===== config.mk =====
export PLATFORM = sky130hd
export DESIGN_NAME = llc_localmem_top
export DESIGN_NICKNAME = d
export VERILOG_FILES = /design/src/llc_mem_pkg.sv /design/src/llc_mem_if.sv /design/src/llc_way_store.sv /design/src/llc_mem_arbiter.sv /design/src/llc_access_port.sv /design/src/llc_flush_engine.sv /design/src/llc_localmem_top.sv
export VERILOG_INCLUDE_DIRS = /design/src /design/src/src
export SDC_FILE = /design/constraint.sdc
export NUM_CORES = 2
export LEC_CHECK = 0
export ABC_AREA = 1
export BUFFER_PORTS_ARGS = -buffer_cell sky130_fd_sc_hd__buf_2
export CAP_MARGIN = 20
export CORE_AREA = 2 2 540 542
export CTS_CLUSTER_SIZE = 16
export DETAILED_ROUTE_END_ITERATION = 10
export DIE_AREA = 0 0 542 544
export SYNTH_ARGS = -nofsm -noshare
export SYNTH_HDL_FRONTEND = slang
export SYNTH_HIERARCHICAL = 1
export SYNTH_SLANG_ARGS = --single-unit

===== constraint.sdc =====
create_clock -name clk -period 10.78 [get_ports clk]
set_input_delay 0.539 -clock clk [delete_from_list [all_inputs] [get_ports clk]]
set_output_delay 0.539 -clock clk [all_outputs]
set_load 0.05 [all_outputs]

===== src/llc_mem_cfg.svh =====
////////////////////
// sizes of the llc bank local memory
// include wherever a width or a count is needed
////////////////////

`ifndef LLC_MEM_CFG_SVH
`define LLC_MEM_CFG_SVH

// set indexing
`define LLC_SET_BITS   4
`define LLC_SETS       16

// ways per set
`define LLC_WAY_BITS   2
`define LLC_WAYS       4

// entry fields
`define LLC_TAG_BITS   8
`define LLC_STATE_BITS 3
`define LLC_LINE_BITS  32

`endif


===== src/llc_mem_pkg.sv =====
////////////////////
// shared types of the llc local memory, import where used
////////////////////

`include "llc_mem_cfg.svh"

package llc_mem_pkg;

    typedef logic [`LLC_SET_BITS-1:0]   llc_set_t;
    typedef logic [`LLC_WAY_BITS-1:0]   llc_way_t;
    typedef logic [`LLC_TAG_BITS-1:0]   llc_tag_t;
    // 0 is invalid
    typedef logic [`LLC_STATE_BITS-1:0] llc_state_t;
    typedef logic [`LLC_LINE_BITS-1:0]  line_t;

    // dirty on top, state in the middle, tag at the bottom
    typedef logic [`LLC_TAG_BITS+`LLC_STATE_BITS:0] llc_mixed_t;

    typedef enum logic [1:0] {OP_READ, OP_WRITE_ENTRY, OP_WRITE_EVICT} llc_op_e;

    typedef enum logic [1:0] {ACC_IDLE, ACC_WAIT_GNT, ACC_WAIT_DATA, ACC_ACK} access_state_e;

    typedef enum logic [1:0] {FL_IDLE, FL_RUN, FL_ACK} flush_state_e;

endpackage


===== src/llc_mem_if.sv =====
////////////////////
// one memory operation and its read data
// clients request, the arbiter grants, the store executes
////////////////////

`timescale 1ns/10ps

interface llc_mem_if import llc_mem_pkg::*; ();

    logic       req;
    logic       gnt;
    logic       rd_en;
    logic       wr_en;
    logic       flush_wr;
    logic       wr_evict;
    llc_set_t   set;
    llc_way_t   way;
    llc_tag_t   wr_tag;
    llc_state_t wr_state;
    logic       wr_dirty;
    line_t      wr_line;
    llc_way_t   wr_evict_way;
    llc_tag_t   rd_tag;
    llc_state_t rd_state;
    logic       rd_dirty;
    line_t      rd_line;
    llc_way_t   rd_evict_way;

    modport client (
        output req, rd_en, wr_en, flush_wr, wr_evict, set, way,
        output wr_tag, wr_state, wr_dirty, wr_line, wr_evict_way,
        input  gnt, rd_tag, rd_state, rd_dirty, rd_line, rd_evict_way
    );

    modport arbiter (
        input  req, rd_en, wr_en, flush_wr, wr_evict, set, way,
        input  wr_tag, wr_state, wr_dirty, wr_line, wr_evict_way,
        output gnt, rd_tag, rd_state, rd_dirty, rd_line, rd_evict_way
    );

    // the store takes one operation per cycle and answers gnt itself
    modport store (
        input  req, rd_en, wr_en, flush_wr, wr_evict, set, way,
        input  wr_tag, wr_state, wr_dirty, wr_line, wr_evict_way,
        output gnt, rd_tag, rd_state, rd_dirty, rd_line, rd_evict_way
    );

endinterface


===== src/llc_way_store.sv =====
////////////////////
// tag/state/dirty, line and eviction pointer storage of one llc bank
// one operation per cycle, reads return on the next edge
////////////////////

`timescale 1ns/10ps
`include "llc_mem_cfg.svh"

module llc_way_store import llc_mem_pkg::*; (
    input logic clk,
    input logic rst,
    llc_mem_if.store bus
);

    localparam int state_lo  = `LLC_TAG_BITS;
    localparam int dirty_pos = `LLC_TAG_BITS + `LLC_STATE_BITS;

    // flush touches dirty and state only
    localparam llc_mixed_t flush_mask =
        llc_mixed_t'({1'b1, {`LLC_STATE_BITS{1'b1}}, {`LLC_TAG_BITS{1'b0}}});

    llc_mixed_t wr_mixed;
    llc_mixed_t wr_mask;
    llc_mixed_t rd_mixed [`LLC_WAYS];
    line_t      rd_line_way [`LLC_WAYS];
    llc_mixed_t rd_word;
    llc_way_t   rd_way;
    llc_way_t   rd_evict;
    llc_way_t   evict_mem [`LLC_SETS];

    // always accepts, so any request is granted right away
    assign bus.gnt = bus.req;

    // flush writes carry zero state and dirty
    assign wr_mixed = {bus.wr_dirty, bus.wr_state, bus.wr_tag};
    assign wr_mask  = bus.wr_en ? {$bits(llc_mixed_t){1'b1}} : flush_mask;

    genvar w;
    generate
        for (w = 0; w < `LLC_WAYS; w++) begin : g_way
            llc_mixed_t mixed_mem [`LLC_SETS];
            line_t      line_mem [`LLC_SETS];
            llc_mixed_t mixed_q;
            line_t      line_q;
            logic       we_line;
            logic       we_mixed;

            assign we_line  = bus.wr_en && (bus.way == llc_way_t'(w));
            // a flush hits every way of the set at once
            assign we_mixed = we_line || bus.flush_wr;

            always_ff @(posedge clk) begin
                if (we_mixed) begin
                    mixed_mem[bus.set] <= (mixed_mem[bus.set] & ~wr_mask) |
                                          (wr_mixed & wr_mask);
                end
                if (we_line) begin
                    line_mem[bus.set] <= bus.wr_line;
                end
                if (bus.rd_en) begin
                    mixed_q <= mixed_mem[bus.set];
                    line_q  <= line_mem[bus.set];
                end
            end

            assign rd_mixed[w]    = mixed_q;
            assign rd_line_way[w] = line_q;
        end
    endgenerate

    // eviction pointers start at way 0
    always_ff @(posedge clk or negedge rst) begin
        if (!rst) begin
            for (int i = 0; i < `LLC_SETS; i++) begin
                evict_mem[i] <= '0;
            end
        end else if (bus.wr_evict) begin
            evict_mem[bus.set] <= bus.wr_evict_way;
        end
    end

    always_ff @(posedge clk) begin
        if (bus.rd_en) begin
            rd_way   <= bus.way;
            rd_evict <= evict_mem[bus.set];
        end
    end

    // way select after the per-way read registers
    assign rd_word = rd_mixed[rd_way];

    assign bus.rd_tag       = rd_word[`LLC_TAG_BITS-1:0];
    assign bus.rd_state     = rd_word[dirty_pos-1:state_lo];
    assign bus.rd_dirty     = rd_word[dirty_pos];
    assign bus.rd_line      = rd_line_way[rd_way];
    assign bus.rd_evict_way = rd_evict;

endmodule


===== src/llc_mem_arbiter.sv =====
////////////////////
// round robin between host port and flush engine on the shared store
////////////////////

`timescale 1ns/10ps

module llc_mem_arbiter import llc_mem_pkg::*; (
    input logic clk,
    input logic rst,
    llc_mem_if.arbiter host,
    llc_mem_if.arbiter flush,
    llc_mem_if.client mem
);

    logic last_host;
    logic host_win;
    logic flush_win;

    // on a tie the side that did not win last time goes
    assign host_win  = host.req && (!flush.req || !last_host);
    assign flush_win = flush.req && !host_win;

    assign mem.req   = host.req || flush.req;
    assign host.gnt  = host_win && mem.gnt;
    assign flush.gnt = flush_win && mem.gnt;

    always_ff @(posedge clk or negedge rst) begin
        if (!rst) begin
            last_host <= 1'b0;
        end else if (mem.gnt) begin
            last_host <= host_win;
        end
    end

    // op bits only pass with a grant
    assign mem.rd_en    = (host.gnt && host.rd_en) || (flush.gnt && flush.rd_en);
    assign mem.wr_en    = (host.gnt && host.wr_en) || (flush.gnt && flush.wr_en);
    assign mem.flush_wr = (host.gnt && host.flush_wr) || (flush.gnt && flush.flush_wr);
    assign mem.wr_evict = (host.gnt && host.wr_evict) || (flush.gnt && flush.wr_evict);

    assign mem.set          = host_win ? host.set : flush.set;
    assign mem.way          = host_win ? host.way : flush.way;
    assign mem.wr_tag       = host_win ? host.wr_tag : flush.wr_tag;
    assign mem.wr_state     = host_win ? host.wr_state : flush.wr_state;
    assign mem.wr_dirty     = host_win ? host.wr_dirty : flush.wr_dirty;
    assign mem.wr_line      = host_win ? host.wr_line : flush.wr_line;
    assign mem.wr_evict_way = host_win ? host.wr_evict_way : flush.wr_evict_way;

    // read data goes to both sides and only the reader uses it
    assign host.rd_tag        = mem.rd_tag;
    assign host.rd_state      = mem.rd_state;
    assign host.rd_dirty      = mem.rd_dirty;
    assign host.rd_line       = mem.rd_line;
    assign host.rd_evict_way  = mem.rd_evict_way;

    assign flush.rd_tag       = mem.rd_tag;
    assign flush.rd_state     = mem.rd_state;
    assign flush.rd_dirty     = mem.rd_dirty;
    assign flush.rd_line      = mem.rd_line;
    assign flush.rd_evict_way = mem.rd_evict_way;

endmodule


===== src/llc_access_port.sv =====
////////////////////
// host front end, one four-phase request becomes one store operation
////////////////////

`timescale 1ns/10ps

module llc_access_port import llc_mem_pkg::*; (
    input  logic       clk,
    input  logic       rst,
    input  logic       req_i,
    output logic       ack_o,
    input  llc_op_e    op_i,
    input  llc_set_t   set_i,
    input  llc_way_t   way_i,
    input  llc_tag_t   tag_i,
    input  llc_state_t state_i,
    input  logic       dirty_i,
    input  line_t      line_i,
    input  llc_way_t   evict_way_i,
    output llc_tag_t   rd_tag_o,
    output llc_state_t rd_state_o,
    output logic       rd_dirty_o,
    output line_t      rd_line_o,
    output llc_way_t   rd_evict_way_o,
    llc_mem_if.client  bus
);

    access_state_e state;
    access_state_e state_nxt;
    logic          is_read;

    assign is_read = (op_i == OP_READ);

    always_comb begin
        state_nxt = state;
        case (state)
            ACC_IDLE: if (req_i) state_nxt = ACC_WAIT_GNT;
            ACC_WAIT_GNT: if (bus.gnt) state_nxt = is_read ? ACC_WAIT_DATA : ACC_ACK;
            // store answers one edge after the grant
            ACC_WAIT_DATA: state_nxt = ACC_ACK;
            ACC_ACK: if (!req_i) state_nxt = ACC_IDLE;
            default: state_nxt = ACC_IDLE;
        endcase
    end

    always_ff @(posedge clk or negedge rst) begin
        if (!rst) begin
            state <= ACC_IDLE;
        end else begin
            state <= state_nxt;
        end
    end

    // host keeps its fields stable until ack
    assign bus.req          = (state == ACC_WAIT_GNT);
    assign bus.rd_en        = is_read;
    assign bus.wr_en        = (op_i == OP_WRITE_ENTRY);
    assign bus.wr_evict     = (op_i == OP_WRITE_EVICT);
    assign bus.flush_wr     = 1'b0;
    assign bus.set          = set_i;
    assign bus.way          = way_i;
    assign bus.wr_tag       = tag_i;
    assign bus.wr_state     = state_i;
    assign bus.wr_dirty     = dirty_i;
    assign bus.wr_line      = line_i;
    assign bus.wr_evict_way = evict_way_i;

    always_ff @(posedge clk) begin
        if (state == ACC_WAIT_DATA) begin
            rd_tag_o       <= bus.rd_tag;
            rd_state_o     <= bus.rd_state;
            rd_dirty_o     <= bus.rd_dirty;
            rd_line_o      <= bus.rd_line;
            rd_evict_way_o <= bus.rd_evict_way;
        end
    end

    assign ack_o = (state == ACC_ACK);

endmodule


===== src/llc_flush_engine.sv =====
////////////////////
// flush sequencer, clears state and dirty of every way, set by set
////////////////////

`timescale 1ns/10ps
`include "llc_mem_cfg.svh"

module llc_flush_engine import llc_mem_pkg::*; (
    input  logic      clk,
    input  logic      rst,
    input  logic      flush_req_i,
    output logic      flush_ack_o,
    llc_mem_if.client bus
);

    flush_state_e state;
    flush_state_e state_nxt;
    llc_set_t     set_cnt;
    logic         last_set;

    assign last_set = (set_cnt == llc_set_t'(`LLC_SETS - 1));

    always_comb begin
        state_nxt = state;
        case (state)
            FL_IDLE: if (flush_req_i) state_nxt = FL_RUN;
            FL_RUN: if (bus.gnt && last_set) state_nxt = FL_ACK;
            FL_ACK: if (!flush_req_i) state_nxt = FL_IDLE;
            default: state_nxt = FL_IDLE;
        endcase
    end

    always_ff @(posedge clk or negedge rst) begin
        if (!rst) begin
            state   <= FL_IDLE;
            set_cnt <= '0;
        end else begin
            state <= state_nxt;
            if (state == FL_IDLE) begin
                set_cnt <= '0;
            end else if (bus.gnt) begin
                set_cnt <= set_cnt + llc_set_t'(1);
            end
        end
    end

    // req stays up across sets, one set per grant
    assign bus.req          = (state == FL_RUN);
    assign bus.flush_wr     = (state == FL_RUN);
    assign bus.rd_en        = 1'b0;
    assign bus.wr_en        = 1'b0;
    assign bus.wr_evict     = 1'b0;
    assign bus.set          = set_cnt;
    assign bus.way          = '0;
    assign bus.wr_tag       = '0;
    assign bus.wr_state     = '0;
    assign bus.wr_dirty     = 1'b0;
    assign bus.wr_line      = '0;
    assign bus.wr_evict_way = '0;

    assign flush_ack_o = (state == FL_ACK);

endmodule


===== src/llc_localmem_top.sv =====
////////////////////
// llc bank local memory with host access port and flush port
////////////////////

`timescale 1ns/10ps

module llc_localmem_top import llc_mem_pkg::*; (
    input  logic       clk,
    input  logic       rst,
    input  logic       req_i,
    output logic       ack_o,
    input  llc_op_e    op_i,
    input  llc_set_t   set_i,
    input  llc_way_t   way_i,
    input  llc_tag_t   tag_i,
    input  llc_state_t state_i,
    input  logic       dirty_i,
    input  line_t      line_i,
    input  llc_way_t   evict_way_i,
    output llc_tag_t   rd_tag_o,
    output llc_state_t rd_state_o,
    output logic       rd_dirty_o,
    output line_t      rd_line_o,
    output llc_way_t   rd_evict_way_o,
    input  logic       flush_req_i,
    output logic       flush_ack_o
);

    llc_mem_if host_bus ();
    llc_mem_if flush_bus ();
    llc_mem_if store_bus ();

    llc_access_port i_access_port (
        .clk            (clk),
        .rst            (rst),
        .req_i          (req_i),
        .ack_o          (ack_o),
        .op_i           (op_i),
        .set_i          (set_i),
        .way_i          (way_i),
        .tag_i          (tag_i),
        .state_i        (state_i),
        .dirty_i        (dirty_i),
        .line_i         (line_i),
        .evict_way_i    (evict_way_i),
        .rd_tag_o       (rd_tag_o),
        .rd_state_o     (rd_state_o),
        .rd_dirty_o     (rd_dirty_o),
        .rd_line_o      (rd_line_o),
        .rd_evict_way_o (rd_evict_way_o),
        .bus            (host_bus.client)
    );

    llc_flush_engine i_flush_engine (
        .clk         (clk),
        .rst         (rst),
        .flush_req_i (flush_req_i),
        .flush_ack_o (flush_ack_o),
        .bus         (flush_bus.client)
    );

    llc_mem_arbiter i_mem_arbiter (
        .clk   (clk),
        .rst   (rst),
        .host  (host_bus.arbiter),
        .flush (flush_bus.arbiter),
        .mem   (store_bus.client)
    );

    llc_way_store i_way_store (
        .clk (clk),
        .rst (rst),
        .bus (store_bus.store)
    );

endmodule


==> results by group <==
Setup path
  – CP Max Fanout: 81
  – Slowest CP cell: buf_4
  – Worst EP required: 11540 ps
  – Crit-path leading delay family: buffers and inverters
  – Startpoint Class: flop
  – Internal reg-to-reg setup slack: 4280 ps
  – Critical path type: flop to flop
  – CP Capture Type: flop
  – Reg2reg start: i_flush_engine/state[1]$_DFFE_PN0P_
  – Critical Path AT: 7270 ps
  – Crit-path max cell delay: 900 ps
  – RR Endpoint: i_way_store/g_way[2].line_q[2]$_DFFE_PP_
  – Reg2reg path depth: 18
  – Worst-path cell chain: nor2_1, nand2_2, nand2_2, inv_2, buf_4, nand2_1, nand2_4, buf_4, nor2_4, buf_4, buf_4, buf_4, a22oi_1, nand2_1, nand2_1, nand2_1, inv_1, nand2_1
  – Bufs and invs on worst path: 7

Global routing
  – Overflow after GRT: 0
  – Largest net degree at the start of global routing: 171
  – GRT Util Overall: 23.1%
  – First-pass GRT wire length: 497 mm
  – Vias in the first global route: 70400
  – Initial antenna violation count: 17

Clock network
  – Clock Sinks: 3083
  – Clock tree buffer depth: 4
  – H-tree Lvls: 5
  – TritonCTS clock tree: built
  – Clock slew at reported path FFs: 60 ps
  – Post_cts resized: 0
  – CTS buffer count: 319
  – Post-CTS Setup Bufs: 0
  – Hold-fix buffers, CTS: 2
  – Worst skew pair latency: 910 ps
  – Clock root buffer: clkbuf_16

STA
  – Fmax: 154 MHz
  – Setup_tns: 0 ps
  – Setup ws final: 4280 ps
  – Worst slew pin tran: 1240 ps
  – Clock skew: 68.3 ps
  – Final hold vios: 0
  – Crit share post-route: 60.3%
  – Slew headroom: 16.4%
  – RSZ-0062 raised after global routing: false
  – Crit path time final: 6500 ps
  – Final setup viols: 0
  – Slew Viols, Final: 0

Detailed routing
  – First drt pass iteration count: 10
  – Drc violations: 0
  – Post-DRT Antenna Nets: 0
  – Routed vias/inst: 5.61
  – Drt initial violations: 9538
  – WL per Instance: 26.6 um
  – DR vias: 73400
  – Final wirelength: 348 mm

Run status
  – Status: finished clean

Placed design
  – Global placer's final weighted congestion: 0.830
  – Placed cells: 12500
  – DP Worst Slack: 4340 ps
  – Hpwl dp: 184 mm
  – IO Port Bufs: 105

Floorplanning
  – Die ar.: 0.295 mm2
  – Initial Utilization: 41.7%
  – DIE HEIGHT: 544 um
  – Die W: 542 um
  – Core Area: 0.289 mm2
  – Row cnt: 198
  – I/O pin cnt: 106

Power
  – Total power: 46.6 mW
  – PD cells: 346 mW/mm2
  – Worst IR drop on VDD: 442 uV
  – Lkg Pwr: 49.2 nW

Min path
  – Worst hold stages: 5
  – Worst hold endpoint: i_access_port/state[0]$_DFFE_PN0P_
  – Hold crit path type: primary input to flop
  – Hold wc startpoint: op_i[0]

Finish
  – Commonest cells after routing, fill and taps aside: 3224 x nand2_1, 3042 x edfxtp_1, 1168 x a22oi_1, 375 x inv_1, 325 x clkbuf_16
  – Layout cells sized above 1: 9.35%
  – Fin nets: 9116
  – Area growth syn-to-layout: 11.8%
  – Commonest non-fill, non-tap cell in the layout: nand2_1
  – Fin util: 46.6%
  – Non-Filler Instances: 13100

Yosys
  – Mapped Cells: 9004
  – Synthesized area: 0.121 mm2
  – Mapped Avg Cell Area: 13.4 um2
  – Yosys warns: 6

Flow run
  – Max-cap violation count: 0
-- metal layers --
layer	vias to the layer above	part of all wire, %	track usage [%]
met3	625	8.6	3.32
met4	8	3.7	8.34
met5	-	0.012	0
met2	3574	48	38.1
li1	32200	-	-
met1	37000	40	31.2
-- worst max path at each step --
| stage | to | slack (ps) | from | cells after the start |
|---|---|---|---|---|
| global placement | i_way_store/g_way[2].line_q[6]$_DFFE_PP_ | 4400 | i_flush_engine/state[0]$_DFFE_PN0P_ | 18 |
| floorplan | i_way_store/bus.rd_evict_way[0]$_DFFE_PP_ | 5210 | i_access_port/state[1]$_DFFE_PN0P_ | 6 |
| global route | i_way_store/g_way[0].line_q[18]$_DFFE_PP_ | 3910 | i_access_port/state[1]$_DFFE_PN0P_ | 17 |
| finish | i_way_store/g_way[2].line_q[2]$_DFFE_PP_ | 4280 | i_flush_engine/state[1]$_DFFE_PN0P_ | 18 |
| detailed placement | i_way_store/g_way[2].line_q[6]$_DFFE_PP_ | 4340 | i_flush_engine/state[0]$_DFFE_PN0P_ | 18 |
| CTS | i_way_store/g_way[2].line_q[6]$_DFFE_PP_ | 4320 | i_flush_engine/state[0]$_DFFE_PN0P_ | 18 |
-- per-stage QoR --
stage	cell area (um2)	hold slack, ps
detailed placement	125000	420
floorplan	121000	243
finish	135000	69.4
global route	135000	95.5
CTS	135000	31.2
global placement	125000	422
-- area by class of cell --
type                    count  area [um2]
well taps                3800        4750
fillers                 25100      155000
inverters                 387        1490
multi-input cells        4960       24200
repair buffers            300        2160
flip-flops and latches   3083       92400
diodes                      5        12.5
clock buffers             397        8400
clock inverters           155        1460
-- tightest hold or removal path: cells and delay by family --
family	cells	cell delay (ps)
AO/OA/AOI/OAI	1	60
buffers and inverters	1	120
AND/OR/NAND/NOR	3	160
-- registers in the layout (all words and copies together), names as in the netlist --
| name | cells |
|---|---|
| i_flush_engine/state | 2 |
| i_access_port/rd_tag_o | 8 |
| i_access_port/rd_state_o | 3 |
| i_way_store/g_way.line_q | 128 |
| i_way_store/g_way.line_mem | 2048 |
| i_access_port/rd_dirty_o | 1 |
| i_access_port/rd_line_o | 32 |
| i_way_store/g_way.mixed_q | 48 |
| i_way_store/evict_mem | 32 |
| i_access_port/state | 2 |
| i_way_store/rd_way | 2 |
| i_way_store/bus.rd_evict_way | 2 |
| i_flush_engine/bus.set | 4 |
| i_way_store/g_way.mixed_mem | 768 |
| i_mem_arbiter/last_host | 1 |
| i_access_port/rd_evict_way_o | 2 |
-- power breakdown --
group          switching (mW)  internal (mW)  total, mW
clock                    4.53           6.08       10.6
combinational            14.0           4.09       18.1
sequential              0.606           17.3       17.9
total                    19.1           27.5       46.6
No activity file was read; power rests on OpenSTA's default activity.
